[src/hdl/cpu_types_pkg.sv]
package cpu_types_pkg;

  // Register file size and word width
  localparam int REG_COUNT = 32;
  localparam int WORD_W = 32;

  // Register index, zero is never a hazard source
  typedef logic [$clog2(REG_COUNT)-1:0] regbits_t;

  // Data word
  typedef logic [WORD_W-1:0] word_t;

  // Per-latch control from the hazard unit
  typedef enum logic [1:0] {
    PIPE_ENABLE = 2'b00,
    PIPE_STALL  = 2'b01,
    PIPE_NOP    = 2'b10
  } pipe_state_t;

  // PC source as decoded
  typedef logic [1:0] pcsrc_t;
  localparam pcsrc_t PC_SEQ    = 2'd0;
  localparam pcsrc_t PC_BRANCH = 2'd1;
  localparam pcsrc_t PC_JUMP   = 2'd2;
  localparam pcsrc_t PC_JR     = 2'd3;

  // ALU operand forward select
  typedef logic [1:0] fsel_t;
  localparam fsel_t FSEL_RF  = 2'd0;
  localparam fsel_t FSEL_WB  = 2'd1;
  localparam fsel_t FSEL_MEM = 2'd2;

endpackage

[src/hdl/pipe_fields_pkg.sv]
package pipe_fields_pkg;

  // ALU operations, add is zero so a bubble decodes as add
  typedef enum logic [1:0] {
    ALU_ADD   = 2'd0,
    ALU_SUB   = 2'd1,
    ALU_OR    = 2'd2,
    ALU_PASSB = 2'd3
  } aluop_t;

  // Decode-execute payload
  typedef struct packed {
    logic                   valid;
    cpu_types_pkg::regbits_t rs;
    cpu_types_pkg::regbits_t rt;
    cpu_types_pkg::regbits_t wsel;
    aluop_t                 aluop;
    logic                   mem_read;
    logic                   mem_write;
    cpu_types_pkg::pcsrc_t  pcsrc;
    // High for beq, low for bne
    logic                   check_zero;
    cpu_types_pkg::word_t   rdat1;
    cpu_types_pkg::word_t   rdat2;
  } ex_fields_t;

  // Execute-memory payload
  typedef struct packed {
    logic                   valid;
    cpu_types_pkg::regbits_t rs;
    cpu_types_pkg::regbits_t rt;
    cpu_types_pkg::regbits_t wsel;
    logic                   mem_read;
    logic                   mem_write;
    cpu_types_pkg::word_t   alu_result;
    cpu_types_pkg::word_t   store_data;
  } mem_fields_t;

  // Memory-writeback payload
  typedef struct packed {
    logic                   valid;
    cpu_types_pkg::regbits_t wsel;
    cpu_types_pkg::word_t   wb_data;
  } wb_fields_t;

endpackage

[src/hdl/execute_stage.sv]
`timescale 1ns/1ps

module execute_stage (
  input  pipe_fields_pkg::ex_fields_t  ex,
  input  cpu_types_pkg::fsel_t         fsel_a,
  input  cpu_types_pkg::fsel_t         fsel_b,
  input  cpu_types_pkg::word_t         mem_value,
  input  cpu_types_pkg::word_t         wb_value,
  output pipe_fields_pkg::mem_fields_t mem_next,
  output logic                         alu_zero
);

  cpu_types_pkg::word_t op_a;
  cpu_types_pkg::word_t op_b;
  cpu_types_pkg::word_t alu_result;

  // Operand source by forward select
  function automatic cpu_types_pkg::word_t fwd_mux(
    input cpu_types_pkg::fsel_t sel,
    input cpu_types_pkg::word_t rf_value,
    input cpu_types_pkg::word_t mem_v,
    input cpu_types_pkg::word_t wb_v
  );
    cpu_types_pkg::word_t result;
    case (sel)
      cpu_types_pkg::FSEL_MEM: result = mem_v;
      cpu_types_pkg::FSEL_WB:  result = wb_v;
      default:                 result = rf_value;
    endcase
    return result;
  endfunction

  assign op_a = fwd_mux(fsel_a, ex.rdat1, mem_value, wb_value);
  assign op_b = fwd_mux(fsel_b, ex.rdat2, mem_value, wb_value);

  // ALU
  always_comb begin
    case (ex.aluop)
      pipe_fields_pkg::ALU_ADD: alu_result = op_a + op_b;
      // Also the branch compare
      pipe_fields_pkg::ALU_SUB: alu_result = op_a - op_b;
      pipe_fields_pkg::ALU_OR:  alu_result = op_a | op_b;
      default:                  alu_result = op_b;
    endcase
  end

  assign alu_zero = (alu_result == '0);

  // Next memory payload
  always_comb begin
    mem_next = '0;
    // Bubble in gives bubble out
    if (ex.valid) begin
      mem_next.valid      = 1'b1;
      mem_next.rs         = ex.rs;
      mem_next.rt         = ex.rt;
      mem_next.wsel       = ex.wsel;
      mem_next.mem_read   = ex.mem_read;
      mem_next.mem_write  = ex.mem_write;
      mem_next.alu_result = alu_result;
      // Store data follows the forwarded B operand
      mem_next.store_data = op_b;
    end
  end

endmodule

[src/hdl/hazard_pipe_top.sv]
`timescale 1ns/1ps

module hazard_pipe_top (
  input  logic                       clk,
  input  logic                       reset,
  // Decoded instruction
  input  logic                       dec_valid,
  input  cpu_types_pkg::regbits_t    dec_rs,
  input  cpu_types_pkg::regbits_t    dec_rt,
  input  cpu_types_pkg::regbits_t    dec_wsel,
  input  pipe_fields_pkg::aluop_t    dec_aluop,
  input  logic                       dec_mem_read,
  input  logic                       dec_mem_write,
  input  cpu_types_pkg::pcsrc_t      dec_pcsrc,
  input  logic                       dec_check_zero,
  input  cpu_types_pkg::word_t       dec_rdat1,
  input  cpu_types_pkg::word_t       dec_rdat2,
  // Cache status and load data
  input  logic                       ihit,
  input  logic                       dhit,
  input  cpu_types_pkg::word_t       dload,
  // Fetch control
  output logic                       pc_wen,
  output cpu_types_pkg::pcsrc_t      pcsrc_check,
  output logic                       branching,
  output logic                       jumping,
  output cpu_types_pkg::pipe_state_t fd_state,
  // Data memory
  output logic                       dmem_ren,
  output logic                       dmem_wen,
  output cpu_types_pkg::word_t       dmem_addr,
  output cpu_types_pkg::word_t       dmem_store,
  // Register writeback
  output logic                       wb_wen,
  output cpu_types_pkg::regbits_t    wb_wsel,
  output cpu_types_pkg::word_t       wb_data
);

  pipe_fields_pkg::ex_fields_t  de_next;
  pipe_fields_pkg::ex_fields_t  de_q;
  pipe_fields_pkg::mem_fields_t em_next;
  pipe_fields_pkg::mem_fields_t em_q;
  pipe_fields_pkg::wb_fields_t  mw_next;
  pipe_fields_pkg::wb_fields_t  mw_q;

  cpu_types_pkg::pipe_state_t de_state;
  cpu_types_pkg::pipe_state_t em_state;
  cpu_types_pkg::pipe_state_t mw_state;
  cpu_types_pkg::fsel_t       fsel_a;
  cpu_types_pkg::fsel_t       fsel_b;
  logic                       fsel_sw;
  logic                       alu_zero;
  cpu_types_pkg::word_t       mem_value;

  // Pack decode fields
  always_comb begin
    de_next.valid      = dec_valid;
    de_next.rs         = dec_rs;
    de_next.rt         = dec_rt;
    de_next.wsel       = dec_wsel;
    de_next.aluop      = dec_aluop;
    de_next.mem_read   = dec_mem_read;
    de_next.mem_write  = dec_mem_write;
    de_next.pcsrc      = dec_pcsrc;
    de_next.check_zero = dec_check_zero;
    de_next.rdat1      = dec_rdat1;
    de_next.rdat2      = dec_rdat2;
  end

  pipe_latch #(.payload_t(pipe_fields_pkg::ex_fields_t)) u_de_latch (
    .clk   (clk),
    .reset (reset),
    .state (de_state),
    .d     (de_next),
    .q     (de_q)
  );

  execute_stage u_execute (
    .ex        (de_q),
    .fsel_a    (fsel_a),
    .fsel_b    (fsel_b),
    .mem_value (mem_value),
    .wb_value  (mw_q.wb_data),
    .mem_next  (em_next),
    .alu_zero  (alu_zero)
  );

  pipe_latch #(.payload_t(pipe_fields_pkg::mem_fields_t)) u_em_latch (
    .clk   (clk),
    .reset (reset),
    .state (em_state),
    .d     (em_next),
    .q     (em_q)
  );

  // Memory-stage result, load data for loads
  assign mem_value = em_q.mem_read ? dload : em_q.alu_result;

  assign dmem_ren   = em_q.mem_read;
  assign dmem_wen   = em_q.mem_write;
  assign dmem_addr  = em_q.alu_result;
  // Late store data from writeback
  assign dmem_store = fsel_sw ? mw_q.wb_data : em_q.store_data;

  assign mw_next.valid   = em_q.valid;
  assign mw_next.wsel    = em_q.wsel;
  assign mw_next.wb_data = mem_value;

  pipe_latch #(.payload_t(pipe_fields_pkg::wb_fields_t)) u_mw_latch (
    .clk   (clk),
    .reset (reset),
    .state (mw_state),
    .d     (mw_next),
    .q     (mw_q)
  );

  // Register zero is never written
  assign wb_wen  = mw_q.valid && (mw_q.wsel != '0);
  assign wb_wsel = mw_q.wsel;
  assign wb_data = mw_q.wb_data;

  hazard_unit u_hazard (
    .ihit          (ihit),
    .dhit          (dhit),
    .alu_zero      (alu_zero),
    .ex_rs         (de_q.rs),
    .ex_rt         (de_q.rt),
    .ex_pcsrc      (de_q.pcsrc),
    .ex_check_zero (de_q.check_zero),
    .mem_rt        (em_q.rt),
    .mem_wsel      (em_q.wsel),
    .wb_wsel       (mw_q.wsel),
    .mem_read      (em_q.mem_read),
    .mem_write     (em_q.mem_write),
    .pc_wen        (pc_wen),
    .branching     (branching),
    .jumping       (jumping),
    .pcsrc_check   (pcsrc_check),
    .de_state      (de_state),
    .em_state      (em_state),
    .mw_state      (mw_state),
    .fsel_a        (fsel_a),
    .fsel_b        (fsel_b),
    .fsel_sw       (fsel_sw)
  );

  // Fetch-decode follows the decode-execute rule
  assign fd_state = de_state;

endmodule

[src/hdl/hazard_unit.sv]
`timescale 1ns/1ps

module hazard_unit (
  input  logic                       ihit,
  input  logic                       dhit,
  input  logic                       alu_zero,
  input  cpu_types_pkg::regbits_t    ex_rs,
  input  cpu_types_pkg::regbits_t    ex_rt,
  input  cpu_types_pkg::pcsrc_t      ex_pcsrc,
  input  logic                       ex_check_zero,
  input  cpu_types_pkg::regbits_t    mem_rt,
  input  cpu_types_pkg::regbits_t    mem_wsel,
  input  cpu_types_pkg::regbits_t    wb_wsel,
  input  logic                       mem_read,
  input  logic                       mem_write,
  output logic                       pc_wen,
  output logic                       branching,
  output logic                       jumping,
  output cpu_types_pkg::pcsrc_t      pcsrc_check,
  output cpu_types_pkg::pipe_state_t de_state,
  output cpu_types_pkg::pipe_state_t em_state,
  output cpu_types_pkg::pipe_state_t mw_state,
  output cpu_types_pkg::fsel_t       fsel_a,
  output cpu_types_pkg::fsel_t       fsel_b,
  output logic                       fsel_sw
);

  logic is_branch;
  logic taken;
  logic redirect;
  logic mem_load_done;
  logic mem_writes_reg;
  logic haz_rs_mem;
  logic haz_rt_mem;
  logic haz_rs_wb;
  logic haz_rt_wb;
  logic haz_rt_sw;

  // Advance the PC on an instruction hit unless data is still in flight
  assign pc_wen = (ihit && !dhit) || jumping;

  // Branch resolves in execute from the ALU zero flag
  assign is_branch = (ex_pcsrc == cpu_types_pkg::PC_BRANCH);
  // beq taken on zero, bne taken on nonzero
  assign taken = (ex_check_zero == alu_zero);
  assign branching = is_branch && taken;

  assign jumping = (ex_pcsrc == cpu_types_pkg::PC_JUMP) ||
                   (ex_pcsrc == cpu_types_pkg::PC_JR);

  // Untaken branch falls back to sequential
  always_comb begin
    if (is_branch && !taken) begin
      pcsrc_check = cpu_types_pkg::PC_SEQ;
    end else begin
      pcsrc_check = ex_pcsrc;
    end
  end

  assign redirect = branching || jumping;
  // Load in memory stage whose data has returned
  assign mem_load_done = dhit && mem_read;

  // Decode-execute latch
  always_comb begin
    de_state = cpu_types_pkg::PIPE_STALL;
    if (redirect) begin
      // Squash the wrong-path instruction
      de_state = cpu_types_pkg::PIPE_NOP;
    end else if (ihit) begin
      de_state = cpu_types_pkg::PIPE_ENABLE;
    end
  end

  // Execute-memory latch
  always_comb begin
    em_state = cpu_types_pkg::PIPE_STALL;
    if (redirect) begin
      em_state = cpu_types_pkg::PIPE_NOP;
    end else if (ihit) begin
      em_state = cpu_types_pkg::PIPE_ENABLE;
    end else if (mem_load_done) begin
      em_state = cpu_types_pkg::PIPE_ENABLE;
    end
  end

  // Memory-writeback latch, never squashed
  always_comb begin
    mw_state = cpu_types_pkg::PIPE_STALL;
    if (ihit) begin
      mw_state = cpu_types_pkg::PIPE_ENABLE;
    end else if (mem_load_done) begin
      mw_state = cpu_types_pkg::PIPE_ENABLE;
    end
  end

  // Stores write no register, bubbles carry wsel zero
  assign mem_writes_reg = !mem_write && (mem_wsel != '0);

  // Execute operands against memory and writeback destinations
  assign haz_rs_mem = mem_writes_reg && (ex_rs != '0) && (ex_rs == mem_wsel);
  assign haz_rt_mem = mem_writes_reg && (ex_rt != '0) && (ex_rt == mem_wsel);
  assign haz_rs_wb  = (ex_rs != '0) && (ex_rs == wb_wsel);
  assign haz_rt_wb  = (ex_rt != '0) && (ex_rt == wb_wsel);
  // Store data in memory stage against writeback
  assign haz_rt_sw  = (mem_rt != '0) && (mem_rt == wb_wsel);

  // Port A, youngest producer wins
  always_comb begin
    if (haz_rs_mem) begin
      fsel_a = cpu_types_pkg::FSEL_MEM;
    end else if (haz_rs_wb) begin
      fsel_a = cpu_types_pkg::FSEL_WB;
    end else begin
      fsel_a = cpu_types_pkg::FSEL_RF;
    end
  end

  // Port B, same priority
  always_comb begin
    if (haz_rt_mem) begin
      fsel_b = cpu_types_pkg::FSEL_MEM;
    end else if (haz_rt_wb) begin
      fsel_b = cpu_types_pkg::FSEL_WB;
    end else begin
      fsel_b = cpu_types_pkg::FSEL_RF;
    end
  end

  assign fsel_sw = haz_rt_sw;

  // Branch and jump redirects are exclusive
  always_comb begin
    a_one_redirect: assert (!(branching && jumping))
      else $error("hazard_unit: branching and jumping together");
  end

endmodule

[src/hdl/pipe_latch.sv]
`timescale 1ns/1ps

module pipe_latch #(
  parameter type payload_t = logic
) (
  input  logic                       clk,
  input  logic                       reset,
  input  cpu_types_pkg::pipe_state_t state,
  input  payload_t                   d,
  output payload_t                   q
);

  // All-zero payload is a bubble
  localparam payload_t BUBBLE = payload_t'('0);

  always_ff @(posedge clk) begin
    if (reset) begin
      // Pipeline comes up empty
      q <= BUBBLE;
    end else begin
      case (state)
        cpu_types_pkg::PIPE_ENABLE: begin
          q <= d;
        end
        cpu_types_pkg::PIPE_NOP: begin
          // Squash the stage
          q <= BUBBLE;
        end
        default: begin
          // Stall holds the stage
          q <= q;
        end
      endcase
    end
  end

  // Hazard unit never drives the spare encoding
  a_state_legal: assert property (
    @(posedge clk) disable iff (reset)
    2'(state) != 2'b11
  ) else $error("pipe_latch: illegal state encoding");

endmodule

[config.mk]
export PLATFORM = sky130hd
export DESIGN_NAME = hazard_pipe_top
export DESIGN_NICKNAME = d
export VERILOG_FILES = /design/src/hdl/cpu_types_pkg.sv /design/src/hdl/pipe_fields_pkg.sv /design/src/hdl/execute_stage.sv /design/src/hdl/hazard_pipe_top.sv /design/src/hdl/hazard_unit.sv /design/src/hdl/pipe_latch.sv
export SDC_FILE = /design/constraint.sdc
export NUM_CORES = 1
export LEC_CHECK = 0
export BUFFER_PORTS_ARGS = -buffer_cell sky130_fd_sc_hd__buf_2
export CAP_MARGIN = 5
export CORE_ASPECT_RATIO = 1.1
export CORE_MARGIN = 3
export CORE_UTILIZATION = 53
export DETAILED_ROUTE_END_ITERATION = 8
export PLACE_DENSITY_LB_ADDON = 0.12
export SLEW_MARGIN = 20
export SYNTH_ARGS = -nofsm -noshare
export SYNTH_HDL_FRONTEND = slang
export SYNTH_HIERARCHICAL = 1
export SYNTH_SLANG_ARGS = --single-unit
export TNS_END_PERCENT = 10
[constraint.sdc]
create_clock -name clk -period 7.4 [get_ports clk]
set_input_delay 1.11 -clock clk [delete_from_list [all_inputs] [get_ports clk]]
set_output_delay 1.11 -clock clk [all_outputs]
set_load 0.05 [all_outputs]
==> results <==
- The max-cap check violation count is 0.
- Of the total power, combinational logic draws 0.597.
- Fill cells in the final layout number 2168.
- The number of nets still failing antenna checks after routing is 0.
- The via count of the first global-routing pass is 15439.
- The arrival time at the worst endpoint is 7.31 ns.
- The I/O pin count is 234.
- The die is 167.7 um wide.
- Of the cells placed in the final design, the portion with a size suffix greater than 1 is 0.4244.
- The total number of H-tree levels is 1.
- The worst-margin pin slew is 1.116 ns.
- The clock transition at the registers of the reported paths is 0.06 ns.
- On the worst path, the slowest cell contributes a delay of 0.57 ns.
- The via count of the routed design is 16211.
- The total count of max-transition violations in the final report is 0.
- The share of power burned in the clock network is 0.200.
- The die area is 30830 um^2.
- The number of warnings reported in the yosys synthesis log is 6.
- Synthesis produced a netlist whose cell count is 1863.
- The number of instances on the worst hold path is 2.
- The setup TNS after final layout is -68.54 ns.
- Across every metal layer, demand over resource in global routing totals 0.3565.
- Using the TritonRoute via totals, the vias-per-cell ratio works out to 6.038.
- The endpoint of the lowest-slack register-to-register path is u_em_latch/q[51].
- Setup repair after global routing could not meet its margin everywhere.
- The tree built by TritonCTS fans out to 202 sinks.
- The first global-routing pass estimated 87.31 mm of wire.
- The final-stage net count is 2470.
- The clock period minus final worst setup slack is 8.415 ns.
- The worst IR drop on VDD is 0.1901 mV.
- The worst setup path is of the register to output pin kind.
- The buffer cell driving the clock tree root is clkbuf_16.
- The finished cells cover 20840 um^2.
- The final reports fail on negative setup slack.
- The first TritonRoute pass finished after 6 iterations.
- The total CTS buffers is 23.
- The worst path buffer plus inverter count is 6.
- The total power is 0.006004 W.
- The setup slack on the worst flop-to-flop path is -0.56 ns.
- The largest net degree at the start of global routing is 261.
- The net count of the mapped netlist is 2029.
- The worst setup path is launched from a register.
- For the worst setup path, the data required time is 6.29 ns.
- The startpoint of the lowest-slack hold path is u_de_latch/q[41].
- The clock tree buffer depth is 3.
- The net switching share of the total power is 0.4146.
- The routed length per instance is 22.63 um.
- For this design the static power due to leakage is 8.626 nW.
- The die span in y is 183.9 um.
- The cell count of the worst reg-to-reg path is 41.
- The maximum operating frequency is 118.8 MHz.
- Cell internal power was estimated by the tool at 0.003515 W.
- The total power divided by cell area is 288.1 nW/um^2.
- The initial core utilization is 0.5422.
- After floorplanning, the core was sized to cover 28110 um^2.
- The post-detailed-routing wire length is 60.76 mm.
- The highest fanout seen on the critical path is 7.
- For the worst-skew pair, the clock arrives at the later sink with an insertion delay of 0.54 ns.
- The initial antenna violation count is 2.
- The path class of the tightest hold or removal check is register to register.
- Summed over all nets, the half-perimeter wirelength after detailed placement is 42.65 mm.
- The global-route congestion overflow total is 0.
- The worst-case setup margin in the final layout is -1.015 ns.
- At the end of routability-driven placement, the weighted congestion stood at 0.9935.
- The path with the worst hold slack has its endpoint at u_de_latch/q[41].
- After detailed routing, the number of remaining DRC violations is 0.
- Dividing the final minimum period by the clock period gives 1.137.
- The final number of setup-violating endpoints is 168.
- The slowest cell on the critical path is or4b_4.
- The relative slew slack is 0.2545.
- The DRC violation total after the first TritonRoute iteration is 1571.
- The startpoint of the worst register-to-register path is u_em_latch/q[69].
- Averaged over all synthesized cells, the footprint is 8.181 um^2.
- The capturing element type of the critical path is an output pin.
- The count of buffers added on input and output ports is 233.
- The row count is 64.
- The share of total power dissipated in sequential elements is 0.202.
- The area of the mapped netlist is 15240 um^2.
- The setup clock skew after layout is 0.02412 ns.
- Among cell families on the critical path, the largest total delay comes from simple AND/OR/NAND/NOR gates.
- The net load switching power is 0.002490 W.
- The placed instance area is 18570 um^2.
- The final count of hold timing violations is 0.
- Hold repair after CTS inserted 0 buffers.
- The clock tree from TritonCTS is done.
- Counting stages on the worst path, the most repeated cell is nor4_4.
- The area growth from synthesis to layout is 36.76%.
- The run finished, with violations left.
what timing repair did:
item	4_1_cts	5_1_grt
endpoints found under the setup margin	168	168
cloned	3	8
pin swaps	36	35
resized for setup	66	115
setup buffers	13	18
power groups by stage:
stage / Combinational [W] / Sequential [W] / Clock (W)
6_report: 0.00359 / 0.00122 / 0.00120
5_1_grt: 0.00378 / 0.00122 / 0.00125
4_1_cts: 0.00329 / 0.00121 / 0.00121
3_5_place_dp: 0.00313 / 0.00124 / 0
3_3_place_gp: 0.00312 / 0.00123 / 0
2_1_floorplan: 0.00176 / 0.00125 / 0
area by class of cell:
type / count / area, um^2 / share of cell area
Multi-Input combinational cell: 1472 / 11020 / 0.5285
Timing Repair Buffer: 582 / 4446 / 0.2133
Clock buffer: 30 / 621.8 / 0.02983
Clock inverter: 12 / 163.9 / 0.007864
Sequential cell: 202 / 4053 / 0.1944
Antenna cell: 1 / 2.502 / 0.0001201
Inverter: 23 / 86.33 / 0.004142
Tap cell: 363 / 454.2 / 0.02179
cells in the final DEF, fill, tap and decap left out, drive strengths merged, types with 42 or more instances in the layout:
master,count
ha,42
mux2,67
o22ai,211
nand2,295
o21ai,76
dfxtp,202
buf,573
nor2,93
nand2b,205
a21oi,60
worst max path at each step:
stage | start | endpoint | cells after the start
floorplan | u_em_latch/q[70] | fd_state[0] | 33
global placement | u_em_latch/q[70] | fd_state[1] | 31
detailed placement | u_em_latch/q[70] | fd_state[1] | 31
CTS | u_em_latch/q[70] | fd_state[0] | 31
global route | u_em_latch/q[69] | fd_state[0] | 33
finish | u_em_latch/q[69] | fd_state[0] | 33
tightest hold or removal path: cells and delay by family (launching register included):
family,cells,cell delay [ns]
flops,1,0.31
simple gates,1,0.05
compound gates,1,0.06
state kept, by name, indices dropped and copies added, names as in the netlist:
name / flops
u_de_latch/q: 87
u_em_latch/q: 77
u_mw_latch/q: 38
per-layer routing:
metal | GRT usage | routed length [um]
met1 | 0.4467 | 24280
met2 | 0.6044 | 28240
met3 | 0.04710 | 4425
met4 | 0.1797 | 3796
met5 | 0 | 13
per-stage QoR:
step / utilization / hold WS, ns / cells / setup WS, ns
2_1_floorplan: - / 0.4411 / 1863 / -0.09810
3_3_place_gp: 0.6608 / 0.4517 / 2602 / -0.9944
3_5_place_dp: 0.6608 / 0.4572 / 2602 / -1.006
4_1_cts: 0.7071 / 0.4652 / 2660 / -0.9279
5_1_grt: 0.7416 / 0.4956 / 2685 / -1.218
6_report: 0.7416 / 0.4781 / 2685 / -1.015
Note: power is estimated with default switching activity, not from simulation.
